[src/source/umi_remap_params.svh]
//****************************************
// shared sizing for the umi remap stage
// widths, chip-id field position, table size
// and the credit counts of both ports
// include wherever a module needs them
//****************************************

`ifndef UMI_REMAP_PARAMS_SVH
`define UMI_REMAP_PARAMS_SVH

// umi field widths
`define UMI_CW          32      // command
`define UMI_AW          64      // address
`define UMI_DW          64      // data

// chip-id field inside the address, bits 55:40
`define UMI_IDW         16
`define UMI_IDSB        40

// remap table entries
`define UMI_NMAPS       8

// ingress buffer depth, also the sender's starting credits
`define UMI_FIFO_DEPTH  4

// credits held toward the fabric after reset
`define UMI_OUT_CREDITS 3

// config register index width
`define UMI_CFG_AW      5

`endif

[src/source/umi_remap_pkg.sv]
//****************************************
// types shared by the remap stage
// import with umi_remap_pkg::* in the
// module header
//****************************************

`include "umi_remap_params.svh"

package umi_remap_pkg;

    // umi beat fields
    typedef logic [`UMI_CW-1:0]     umi_cmd_t;
    typedef logic [`UMI_AW-1:0]     umi_addr_t;  // also the cfg write data
    typedef logic [`UMI_DW-1:0]     umi_data_t;

    // chip-id field of an address
    typedef logic [`UMI_IDW-1:0]    umi_chipid_t;

    // config register index
    typedef logic [`UMI_CFG_AW-1:0] cfg_addr_t;

    // output control fsm
    typedef enum logic [1:0] {
        ST_IDLE        = 2'd0,  // nothing buffered
        ST_SEND        = 2'd1,  // beat on the output this cycle
        ST_WAIT_CREDIT = 2'd2   // data waiting, no downstream credit
    } ctrl_state_t;

endpackage

[src/source/umi_credit_fifo.sv]
//****************************************
// ingress buffer for umi requests
// sender spends a credit per push, every
// pop hands one back on credit next cycle
//****************************************

`timescale 1ns/100ps

`include "umi_remap_params.svh"

module umi_credit_fifo
    import umi_remap_pkg::*;
(
    input  logic      clk,
    input  logic      arst_n,
    input  logic      push,
    input  umi_cmd_t  push_cmd,
    input  umi_addr_t push_dstaddr,
    input  umi_addr_t push_srcaddr,
    input  umi_data_t push_data,
    input  logic      pop,
    output umi_cmd_t  head_cmd,
    output umi_addr_t head_dstaddr,
    output umi_addr_t head_srcaddr,
    output umi_data_t head_data,
    output logic      empty,
    output logic      credit
);

    localparam int DEPTH = `UMI_FIFO_DEPTH;
    localparam int PTR_W = (DEPTH > 1) ? $clog2(DEPTH) : 1;
    localparam int CNT_W = $clog2(DEPTH + 1);

    // storage, one array per field
    umi_cmd_t   mem_cmd     [DEPTH];
    umi_addr_t  mem_dstaddr [DEPTH];
    umi_addr_t  mem_srcaddr [DEPTH];
    umi_data_t  mem_data    [DEPTH];

    logic [PTR_W-1:0] wr_ptr;
    logic [PTR_W-1:0] rd_ptr;
    logic [CNT_W-1:0] count;

    // write side, no reset on payload
    always_ff @(posedge clk) begin
        if (push) begin
            mem_cmd[wr_ptr]     <= push_cmd;
            mem_dstaddr[wr_ptr] <= push_dstaddr;
            mem_srcaddr[wr_ptr] <= push_srcaddr;
            mem_data[wr_ptr]    <= push_data;
        end
    end

    // pointers, occupancy and the returned credit
    always_ff @(posedge clk or negedge arst_n) begin
        if (!arst_n) begin
            wr_ptr <= '0;
            rd_ptr <= '0;
            count  <= '0;
            credit <= 1'b0;
        end else begin
            if (push)
                wr_ptr <= (wr_ptr == PTR_W'(DEPTH - 1)) ? '0 : wr_ptr + 1'b1;
            if (pop)
                rd_ptr <= (rd_ptr == PTR_W'(DEPTH - 1)) ? '0 : rd_ptr + 1'b1;
            case ({push, pop})
                2'b10:   count <= count + 1'b1;
                2'b01:   count <= count - 1'b1;
                default: ;  // both or neither, count holds
            endcase
            credit <= pop;  // one pulse per freed slot
        end
    end

    assign empty = (count == '0);

    // head is read straight from the array
    assign head_cmd     = mem_cmd[rd_ptr];
    assign head_dstaddr = mem_dstaddr[rd_ptr];
    assign head_srcaddr = mem_srcaddr[rd_ptr];
    assign head_data    = mem_data[rd_ptr];

endmodule

[src/source/umi_addr_remap.sv]
//****************************************
// destination address remap, combinational
// local chipid first, then the offset
// window, then the id table, else as is
//****************************************

`timescale 1ns/100ps

`include "umi_remap_params.svh"

module umi_addr_remap
    import umi_remap_pkg::*;
#(
    parameter int NMAPS = `UMI_NMAPS
) (
    input  umi_addr_t                 in_dstaddr,
    input  umi_chipid_t               chipid,
    input  umi_addr_t                 win_low,
    input  umi_addr_t                 win_high,
    input  umi_addr_t                 win_offset,
    input  logic [NMAPS*`UMI_IDW-1:0] map_old,
    input  logic [NMAPS*`UMI_IDW-1:0] map_new,
    input  logic [NMAPS-1:0]          map_valid,
    output umi_addr_t                 out_dstaddr
);

    localparam int IDW  = `UMI_IDW;
    localparam int IDSB = `UMI_IDSB;
    localparam int AW   = `UMI_AW;

    umi_chipid_t id_field;
    umi_chipid_t new_id;
    umi_addr_t   addr_mapped;
    logic        is_local;
    logic        in_window;

    assign id_field = in_dstaddr[IDSB+IDW-1:IDSB];

    // priority chain, built from the top entry down
    // so entry 0 has the final say
    umi_chipid_t chain [NMAPS+1];
    assign chain[NMAPS] = id_field;  // no hit, keep the id

    genvar i;
    generate
        for (i = NMAPS - 1; i >= 0; i--) begin : g_match
            logic hit;
            assign hit      = map_valid[i] && (map_old[i*IDW +: IDW] == id_field);
            assign chain[i] = hit ? map_new[i*IDW +: IDW] : chain[i+1];
        end
    endgenerate

    assign new_id = chain[0];

    // splice the new id back into the address
    generate
        if ((IDSB + IDW) < AW) begin : g_with_msb
            assign addr_mapped = {in_dstaddr[AW-1:IDSB+IDW], new_id, in_dstaddr[IDSB-1:0]};
        end else begin : g_no_msb
            assign addr_mapped = {new_id, in_dstaddr[IDSB-1:0]};  // id at the top
        end
    endgenerate

    assign is_local  = (id_field == chipid);
    assign in_window = (in_dstaddr >= win_low) && (in_dstaddr <= win_high);  // inclusive

    always_comb begin
        if (is_local)
            out_dstaddr = in_dstaddr;               // our own chip
        else if (in_window)
            out_dstaddr = in_dstaddr - win_offset;  // window relocation
        else
            out_dstaddr = addr_mapped;              // table hit or unchanged id
    end

endmodule

[src/source/umi_remap_cfg.sv]
//****************************************
// config registers for the remap stage
// chipid, window low/high/offset and the
// id table, loaded by single-cycle writes
//****************************************

`timescale 1ns/100ps

`include "umi_remap_params.svh"

module umi_remap_cfg
    import umi_remap_pkg::*;
#(
    parameter int NMAPS = `UMI_NMAPS
) (
    input  logic                      clk,
    input  logic                      arst_n,
    input  logic                      cfg_write,
    input  cfg_addr_t                 cfg_addr,
    input  umi_addr_t                 cfg_wdata,
    output umi_chipid_t               chipid,
    output umi_addr_t                 win_low,
    output umi_addr_t                 win_high,
    output umi_addr_t                 win_offset,
    output logic [NMAPS*`UMI_IDW-1:0] map_old,
    output logic [NMAPS*`UMI_IDW-1:0] map_new,
    output logic [NMAPS-1:0]          map_valid
);

    // register map
    localparam cfg_addr_t REG_CHIPID = cfg_addr_t'(0);
    localparam cfg_addr_t REG_LOW    = cfg_addr_t'(1);
    localparam cfg_addr_t REG_HIGH   = cfg_addr_t'(2);
    localparam cfg_addr_t REG_OFFSET = cfg_addr_t'(3);
    localparam int        MAP_BASE   = 16;  // first table slot

    // scalar registers
    always_ff @(posedge clk or negedge arst_n) begin
        if (!arst_n) begin
            chipid     <= '0;
            win_low    <= '1;   // low above high, window empty
            win_high   <= '0;
            win_offset <= '0;
        end else if (cfg_write) begin
            case (cfg_addr)
                REG_CHIPID: chipid     <= cfg_wdata[`UMI_IDW-1:0];
                REG_LOW:    win_low    <= cfg_wdata;
                REG_HIGH:   win_high   <= cfg_wdata;
                REG_OFFSET: win_offset <= cfg_wdata;
                default:    ;  // table or unused index
            endcase
        end
    end

    // one slot per table entry
    genvar i;
    generate
        for (i = 0; i < NMAPS; i++) begin : g_map
            logic sel;
            assign sel = cfg_write && (cfg_addr == cfg_addr_t'(MAP_BASE + i));

            // valid flag is control state
            always_ff @(posedge clk or negedge arst_n) begin
                if (!arst_n)
                    map_valid[i] <= 1'b0;
                else if (sel)
                    map_valid[i] <= cfg_wdata[32];
            end

            // ids only matter once valid is set
            always_ff @(posedge clk) begin
                if (sel) begin
                    map_old[i*`UMI_IDW +: `UMI_IDW] <= cfg_wdata[15:0];   // old id
                    map_new[i*`UMI_IDW +: `UMI_IDW] <= cfg_wdata[31:16];  // new id
                end
            end
        end
    endgenerate

endmodule

[src/source/umi_remap_ctrl.sv]
//****************************************
// output control for the remap stage
// pops the ingress buffer while downstream
// credit remains, registers the beat
//****************************************

`timescale 1ns/100ps

`include "umi_remap_params.svh"

module umi_remap_ctrl
    import umi_remap_pkg::*;
(
    input  logic      clk,
    input  logic      arst_n,
    input  logic      fifo_empty,
    input  umi_cmd_t  head_cmd,
    input  umi_addr_t head_srcaddr,
    input  umi_data_t head_data,
    input  umi_addr_t remap_dstaddr,
    input  logic      out_credit,
    output logic      fifo_pop,
    output logic      out_valid,
    output umi_cmd_t  out_cmd,
    output umi_addr_t out_dstaddr,
    output umi_addr_t out_srcaddr,
    output umi_data_t out_data
);

    localparam int CNT_W = $clog2(`UMI_OUT_CREDITS + 1);

    ctrl_state_t      state;
    ctrl_state_t      state_next;
    logic [CNT_W-1:0] credit_cnt;
    logic             has_credit;

    assign has_credit = (credit_cnt != '0);
    assign fifo_pop   = !fifo_empty && has_credit;  // issue whenever possible

    // downstream credits, spend and return may coincide
    always_ff @(posedge clk or negedge arst_n) begin
        if (!arst_n)
            credit_cnt <= CNT_W'(`UMI_OUT_CREDITS);
        else begin
            case ({fifo_pop, out_credit})
                2'b10:   credit_cnt <= credit_cnt - 1'b1;
                2'b01:   credit_cnt <= credit_cnt + 1'b1;
                default: ;
            endcase
        end
    end

    // next state follows what happens at this edge
    always_comb begin
        if (fifo_pop)
            state_next = ST_SEND;
        else if (!fifo_empty)
            state_next = ST_WAIT_CREDIT;  // stalled on credit
        else
            state_next = ST_IDLE;
    end

    always_ff @(posedge clk or negedge arst_n) begin
        if (!arst_n)
            state <= ST_IDLE;
        else
            state <= state_next;
    end

    // a beat is on the port only in ST_SEND
    assign out_valid = (state == ST_SEND);

    // output register, loaded with the pop
    always_ff @(posedge clk) begin
        if (fifo_pop) begin
            out_cmd     <= head_cmd;
            out_dstaddr <= remap_dstaddr;  // remapped head address
            out_srcaddr <= head_srcaddr;
            out_data    <= head_data;
        end
    end

endmodule

[src/source/umi_remap_top.sv]
//****************************************
// umi request remap stage, top level
// credit port in, credit port out, plus a
// config write port for chipid/window/table
//****************************************

`timescale 1ns/100ps

`include "umi_remap_params.svh"

module umi_remap_top
    import umi_remap_pkg::*;
(
    input  logic        clk,
    input  logic        arst_n,
    // upstream
    input  logic        in_valid,
    input  umi_cmd_t    in_cmd,
    input  umi_addr_t   in_dstaddr,
    input  umi_addr_t   in_srcaddr,
    input  umi_data_t   in_data,
    output logic        in_credit,
    // toward the fabric
    output logic        out_valid,
    output umi_cmd_t    out_cmd,
    output umi_addr_t   out_dstaddr,
    output umi_addr_t   out_srcaddr,
    output umi_data_t   out_data,
    input  logic        out_credit,
    // config
    input  logic        cfg_write,
    input  cfg_addr_t   cfg_addr,
    input  umi_addr_t   cfg_wdata
);

    localparam int NMAPS = `UMI_NMAPS;

    logic                      fifo_empty;
    logic                      fifo_pop;
    umi_cmd_t                  head_cmd;
    umi_addr_t                 head_dstaddr;
    umi_addr_t                 head_srcaddr;
    umi_data_t                 head_data;
    umi_addr_t                 remap_dstaddr;
    umi_chipid_t               chipid;
    umi_addr_t                 win_low;
    umi_addr_t                 win_high;
    umi_addr_t                 win_offset;
    logic [NMAPS*`UMI_IDW-1:0] map_old;
    logic [NMAPS*`UMI_IDW-1:0] map_new;
    logic [NMAPS-1:0]          map_valid;

    umi_credit_fifo i_fifo (
        .clk          (clk),
        .arst_n       (arst_n),
        .push         (in_valid),
        .push_cmd     (in_cmd),
        .push_dstaddr (in_dstaddr),
        .push_srcaddr (in_srcaddr),
        .push_data    (in_data),
        .pop          (fifo_pop),
        .head_cmd     (head_cmd),
        .head_dstaddr (head_dstaddr),
        .head_srcaddr (head_srcaddr),
        .head_data    (head_data),
        .empty        (fifo_empty),
        .credit       (in_credit)
    );

    // remap works on the buffer head
    umi_addr_remap #(.NMAPS(NMAPS)) i_remap (
        .in_dstaddr  (head_dstaddr),
        .chipid      (chipid),
        .win_low     (win_low),
        .win_high    (win_high),
        .win_offset  (win_offset),
        .map_old     (map_old),
        .map_new     (map_new),
        .map_valid   (map_valid),
        .out_dstaddr (remap_dstaddr)
    );

    umi_remap_cfg #(.NMAPS(NMAPS)) i_cfg (
        .clk        (clk),
        .arst_n     (arst_n),
        .cfg_write  (cfg_write),
        .cfg_addr   (cfg_addr),
        .cfg_wdata  (cfg_wdata),
        .chipid     (chipid),
        .win_low    (win_low),
        .win_high   (win_high),
        .win_offset (win_offset),
        .map_old    (map_old),
        .map_new    (map_new),
        .map_valid  (map_valid)
    );

    umi_remap_ctrl i_ctrl (
        .clk           (clk),
        .arst_n        (arst_n),
        .fifo_empty    (fifo_empty),
        .head_cmd      (head_cmd),
        .head_srcaddr  (head_srcaddr),
        .head_data     (head_data),
        .remap_dstaddr (remap_dstaddr),
        .out_credit    (out_credit),
        .fifo_pop      (fifo_pop),
        .out_valid     (out_valid),
        .out_cmd       (out_cmd),
        .out_dstaddr   (out_dstaddr),
        .out_srcaddr   (out_srcaddr),
        .out_data      (out_data)
    );

endmodule

[config.mk]
export PLATFORM = sky130hd
export DESIGN_NAME = umi_remap_top
export DESIGN_NICKNAME = d
export VERILOG_FILES = /design/src/source/umi_remap_pkg.sv /design/src/source/umi_credit_fifo.sv /design/src/source/umi_addr_remap.sv /design/src/source/umi_remap_cfg.sv /design/src/source/umi_remap_ctrl.sv /design/src/source/umi_remap_top.sv
export VERILOG_INCLUDE_DIRS = /design/src /design/src/source
export SDC_FILE = /design/constraint.sdc
export NUM_CORES = 2
export LEC_CHECK = 0
export BUFFER_PORTS_ARGS = -buffer_cell sky130_fd_sc_hd__buf_2
export CAP_MARGIN = 20
export CELL_PAD_IN_SITES_DETAIL_PLACEMENT = 0
export CELL_PAD_IN_SITES_GLOBAL_PLACEMENT = 2
export CORE_MARGIN = 4
export CORE_UTILIZATION = 45
export DETAILED_ROUTE_END_ITERATION = 8
export PLACE_DENSITY = 0.86
export SETUP_SLACK_MARGIN = 0.5
export SLEW_MARGIN = 20
export SYNTH_ARGS = -nofsm -noshare
export SYNTH_HDL_FRONTEND = slang
export SYNTH_HIERARCHICAL = 1
export SYNTH_SLANG_ARGS = --single-unit
[constraint.sdc]
create_clock -name clk -period 9.9 [get_ports clk]
set_input_delay 1.485 -clock clk [delete_from_list [all_inputs] [get_ports clk]]
set_output_delay 1.485 -clock clk [all_outputs]
set_load 0.03 [all_outputs]
Yosys cells after proc, flatten, opt, wreduce, memory -nomap -nowiden
Memory sizes are Yosys's and may differ from the RTL's. A register that Yosys moved wholly into a read port is not among the register bits.
Cells that the tools add are included.
Operators by class
  reductions and logical operators: 28
  equality and inequality tests: 27
  add/sub/neg operators: 7
  mux-type cells: 18
  $lt $le $gt $ge: 2
Operators with widths (number)
  == test 16 bit: 9
  two-way mux 16 bit: 8
  two-way mux 64 bit: 2
  >= comparator 64 bit: 1
  less-or-equal comparator 64 bit: 1
  subtractor 64 bit: 1
  == test 5 bit (second input constant): 8
  logical AND 1 bit: 18
  == test 5 x 2 -> 1 bit (second input constant): 2
  == test 2 bit (second input constant): 4
  two-way mux 2 bit: 4
  AND reduction 2 bit: 4
  adder 2 x 1 -> 2 bit (second input constant): 3
  == test 2 x 1 -> 1 bit (second input constant): 3
  case mux 3 bit (2 select lines): 1
  nonzero test 2 bit: 3
  == test 5 x 1 -> 1 bit (second input constant): 1
  logical NOT 5 bit: 1
  case mux 2 bit (2 select lines): 1
  adder 3 x 1 -> 3 bit (second input constant): 1
  logical NOT 3 bit: 1
  subtractor 3 x 1 -> 3 bit (second input constant): 1
  two-way mux 1 bit: 2
  subtractor 2 x 1 -> 2 bit (second input constant): 1
  logical NOT 1 bit: 1
Word-level totals
  output and inout port bits: 226
  memories kept: 4
  flip-flop bits (word level): 548
  input port bits: 298
  bits in writable memories: 896
Memories
  i_fifo.mem_data: words 4, bits a word 64, read ports 1, clocked after memory_dff 1, write ports 1, line umi_credit_fifo.sv:38  | umi_data_t mem_data [DEPTH];
  i_fifo.mem_dstaddr: words 4, bits a word 64, read ports 1, clocked after memory_dff 0, write ports 1, line umi_credit_fifo.sv:36  | umi_addr_t mem_dstaddr [DEPTH];
  i_fifo.mem_srcaddr: words 4, bits a word 64, read ports 1, clocked after memory_dff 1, write ports 1, line umi_credit_fifo.sv:37  | umi_addr_t mem_srcaddr [DEPTH];
  i_fifo.mem_cmd: words 4, bits a word 32, read ports 1, clocked after memory_dff 1, write ports 1, line umi_credit_fifo.sv:35  | umi_cmd_t mem_cmd [DEPTH];

Longest topological paths before layout
An unclocked memory read counts as a cell.
  depth after elaboration: 13
  depth in mapped cells: 17
  mapped depth without buffers: 15

Hierarchy
The synthesis kept the hierarchy.
Modules (own cells, without submodules)
  umi_credit_fifo: sequential area each 27106.0 um^2, area each 32736.4 um^2, cells an instance 1208, times used 1
  umi_remap_cfg: sequential area each 13172.6 um^2, area each 15894.0 um^2, cells an instance 731, times used 1
  umi_addr_remap: sequential area each 0.0 um^2, area each 10651.5 um^2, cells an instance 1619, times used 1
  umi_remap_ctrl: sequential area each 6829.0 um^2, area each 6896.6 um^2, cells an instance 238, times used 1

Least setup slack after synthesis
No wires, ideal clock.
  kind: input to register
  start point: in in_valid
  end point: mem i_fifo/mem_cmd[0][0] (netlist bit), enable pin
  setup time: 0.612 ns
  stages on the path: 1
  arrival time: 6.558 ns
  setup slack: 2.731 ns
  cell sequence: and2_1
Between the ends
  cells in the longest elaborated chain, start to end: 2
Ends and longest elaborated chain
  from (decl): line umi_remap_top.sv:17  | input logic in_valid,
  two-way mux 1 bit: line umi_credit_fifo.sv:46  | if (push) begin
  two-way mux 1 bit (implied by the code): line umi_credit_fifo.sv:47  | mem_cmd[wr_ptr] <= push_cmd;
  to (decl): line umi_credit_fifo.sv:35
No other way between the ends.

Worst setup path in the final report
  start point: reg i_fifo.rd_ptr[0]
  end point: reg i_ctrl.out_dstaddr[60], data pin
Between the ends
  cells in the longest elaborated chain, start to end: 5
  elaborated cells between the ends (all ways): 8
Ends and longest elaborated chain
  from (decl): line umi_credit_fifo.sv:41  | logic [PTR_W-1:0] rd_ptr;
  from (signal assigned): line umi_credit_fifo.sv:65  | rd_ptr <= (rd_ptr == PTR_W'(DEPTH - 1)) ? '0 : rd_ptr + 1'b1;
  memory (4 x 64 bit) *
  named net head_dstaddr[51]: line umi_remap_top.sv:41  | umi_addr_t head_dstaddr;
  >= comparator 64 bit or less-or-equal comparator 64 bit (tied branches): line umi_addr_remap.sv:65  | assign in_window = (in_dstaddr >= win_low) && (in_dstaddr <= win_high);
  logical AND 1 bit: line umi_addr_remap.sv:65
  two-way mux 64 bit: line umi_addr_remap.sv:70  | else if (in_window)
  two-way mux 64 bit *: line umi_addr_remap.sv:68  | if (is_local)
  named net remap_dstaddr[60]: line umi_remap_top.sv:44  | umi_addr_t remap_dstaddr;
  to (signal assigned): line umi_remap_ctrl.sv:77  | out_dstaddr <= remap_dstaddr;
  to (decl): line umi_remap_ctrl.sv:25  | output umi_addr_t out_dstaddr,
The timed path passes the listed nets; every way through them passes the cells marked *.
A chain may end at the register's enable or synchronous reset.

==> flow_summary.ini <==
[synth]
synth_adder_area_share = 0.0380
netlist-cell-type-count = 75
synthArstFlopShare = 0.142
synth.area.mux_share = 0.118
synthFlopType = edfxtp_1
synth_area_leaders = edfxtp_1, mux4_2, dfrtp_1
synth_area_per_cell_sq_um = 17.4
synth_cells = 3796
yosysSeqAreaShare = 0.712
synth_nets = 4294
synth_compound_area_frac = 0.0446
ys_warn_count = 6
synth-xor-area-share = 0.0274
synth_top_area_frac = 0.624
synth_top_family_by_area = multiplexers
yosysTopAreaCell = edfxtp_1
synthSimpleGateAreaFrac = 0.0368
synth_edf_count = 1376
ys_seq_elements = 1604
synthesis.area_sq_um = 66200

[sta]
finClkSkew_ps = 69.9
fin_crit_sh = 0.665
fmax_ghz = 0.152
rsz0062_at_grt = false
setup_violations = 0
final_max_slew_viol_count = 0
worstMarginPinSlew_ps = 1170
tns_ps = 0
hold_violations = 0
relSlewSlack = 0.223
layout_min_cycle_time_ps = 6590
setup_slack_ps = 3310

[clock_network]
htree_levels = 4
ctsResizeCount = 0
cts_root_buf = clkbuf_16
cts_tree = done
clkTransAtPathRegs_ps = 60
hold_buffers = 0
clk_latency_ps = 810
cts_made_buffers = 166
cts_setup_buffers = 0
cts_buffer_depth = 3
cts.sinks = 1604

[layout]
final_cells = 6474
nFillCells = 11746
fin_nets = 4895
drive_gt1_frac = 0.292
syn_to_final_growth_pct = 15.9
finalInstanceArea_sq_um = 76700

[pwr]
peakVddDrop_mv = 0.311
comb_power_share = 0.369
p_leak_nw = 28.0
netSwitchingFraction = 0.366
power_per_cell_area_nw_per_um2 = 332
power.internal_mw = 16.1
switchingPower_mw = 9.32
power_frac_seq = 0.384
p_total_mw = 25.5
clkPwrFrac = 0.247

[detailed_routing]
viasPerCell = 5.62
drt-total-wl_um = 176000
num_vias = 36386
ant_nets = 0
route.detailed.wl_per_inst_um = 27.2
drt_iter0_markers = 2922
dr.pass1.iters = 6
drcViolationCount = 0

[worst_setup_path]
worst_path_max_delay_cell = dfrtp_4
critPathMaxStageDelay_ps = 950
worstReg2RegStart = i_fifo/rd_ptr[0]
cp_data_arrival_time_ps = 7100
crit_type = reg2reg
r2r_end = i_ctrl/out_dstaddr[60]
cp.required_ps = 10420
cp_cell_sequence = buf_4 > mux4_2 > ha_1 > a2111oi_0 > o21ai_0 > a31oi_1 > nor2_1 > a2111oi_0 > buf_4 > a221o_4 > mux2_4 > a31oi_1 > o211ai_1
end_kind = flop
ff2ff_setup_slack_ps = 3310
ff2ff_path_depth = 13
start_kind = flop
cp_max_fo = 95

[worst_hold_path]
whs_path_depth = 1
holdPathEnd = i_fifo/count[2]
min_from = i_fifo/count[2]
min_path_type = reg2reg

[placed_design]
pre_cts_ws_ps = 3130
dp_hpwl_um = 117000
portBuffers = 523
dp.cells = 6143
finalWeightedCongestion = 0.868
placed_area_sq_um = 70900

[die]
chipWidth_um = 391
die_area_sq_um = 153000
initial_core_util = 0.454
coreArea_sq_um = 146000
row_count = 140
ios = 524
dieHeight_um = 391

[global_routing]
gr-total-overflow = 0
antenna_found_initial = 84
grt_max_degree = 144
grt_pass1_wl_um = 255000
grt_usage = 0.230
grt_pass1_vias = 36746

[run_status]
outcome = complete, no violations

[job]
max_cap_viol_count = 0
==> critical path, delay by kind of cell (launching register included) <==
kind            cells  cell delay (ps)
simple gates        1               70
fa+ha+maj           1              410
buf+inv             2              980
compound gates      7             2540
flops               1              950
mux                 2             1260
==> cells in the final DEF, fill, tap and decap left out, drive strengths merged, types with 90 or more instances in the layout <==
master / n
edfxtp: 1376
buf: 570
inv: 225
mux4: 224
mux2: 222
clkbuf: 213
ha: 198
nand2: 170
dfrtp: 162
o21ai: 123
xnor2: 116
a21oi: 116
xor2: 91
nor2: 90
==> sequential cells by signal (all words and copies together) (netlist names) <==
register and cells:
i_ctrl/out_cmd 32, i_ctrl/state 2, i_cfg/win_high 64, i_cfg/map_old 128, i_fifo/mem_srcaddr 256, i_cfg/win_offset 64
i_fifo/rd_ptr 2, i_ctrl/out_srcaddr 64, i_cfg/win_low 64, i_fifo/mem_data 256, i_fifo/credit 1, i_cfg/map_new 128
i_fifo/count 3, i_cfg/map_valid 8, i_ctrl/credit_cnt 2, i_cfg/chipid 16, i_fifo/mem_cmd 128, i_ctrl/out_data 64
i_fifo/wr_ptr 2, i_fifo/mem_dstaddr 256, i_ctrl/out_dstaddr 64
==> layout make-up <==
class / count / area, sq um / area share
Antenna cell: 25 / 62.6 / 0.000816
Clock buffer: 213 / 4420 / 0.0576
Clock inverter: 90 / 1180 / 0.0154
Inverter: 221 / 837 / 0.0109
Multi-Input combinational cell: 1834 / 17600 / 0.229
Sequential cell: 1604 / 47100 / 0.614
Tap cell: 1917 / 2400 / 0.0313
Timing Repair Buffer: 570 / 3100 / 0.0404
==> cells in the mapped netlist, types with 27 or more instances <==
library cell / count
nand3_1: 44
edfxtp_1: 1376
o21ai_0: 123
nand4_1: 47
mux2_2: 178
clkbuf_1: 42
xnor2_1: 116
nand2_1: 170
a21oi_1: 116
dfrtp_1: 162
nor4_1: 27
a211oi_1: 29
buf_2: 65
nor2_1: 89
dfstp_2: 66
mux4_2: 224
mux2_1: 33
inv_1: 221
ha_1: 198
nor3_1: 33
a21o_1: 40
xor2_1: 91
==> power by group through the flow <==
stage                     Clock (mW)  Combinational (mW)  Sequential [mW]
after floorplan                    0                5.50             10.9
after global placement             0                9.35             9.86
after detailed placement           0                9.43             9.90
after CTS                       6.42                9.46             9.79
after global routing            6.74                10.2             9.89
final                           6.29                9.39             9.77
==> per-layer routing <==
metal | up-vias | part of all wire | global-route usage
met5 | - | 0.0020 | 0
met3 | 300 | 0.095 | 0.0765
li1 | 16008 | - | -
met2 | 1356 | 0.47 | 0.364
met4 | 54 | 0.024 | 0.0557
met1 | 18668 | 0.41 | 0.309
==> worst max path at each step <==
stage,start,endpoint,depth (start not counted)
2_1_floorplan,in_valid,i_fifo/mem_cmd[0][0],1
4_1_cts,i_fifo/rd_ptr[0],i_ctrl/out_dstaddr[60],13
3_5_place_dp,i_fifo/rd_ptr[0],i_ctrl/out_dstaddr[60],13
5_1_grt,i_fifo/rd_ptr[0],i_ctrl/out_dstaddr[60],13
6_report,i_fifo/rd_ptr[0],i_ctrl/out_dstaddr[60],13
3_3_place_gp,i_fifo/rd_ptr[0],i_ctrl/out_dstaddr[60],13
==> through the flow <==
stage	hold slack [ps]	util
finish	468	0.526
global route	497	0.525
CTS	468	0.524
detailed placement	458	0.486
global placement	459	0.486
floorplan	443	-
==> cells by family (layout without fill, tap and decap cells) <==
logic type	after synthesis	after routing
AND/OR/NAND/NOR	497	497
flip-flops	1604	1604
multiplexers	465	465
buffers and inverters	358	1094
AO/OA/AOI/OAI	465	465
XOR/XNOR	207	207
adder cells (fa/ha/maj)	200	200
other	0	25
Note: power is estimated with default switching activity, not from simulation.
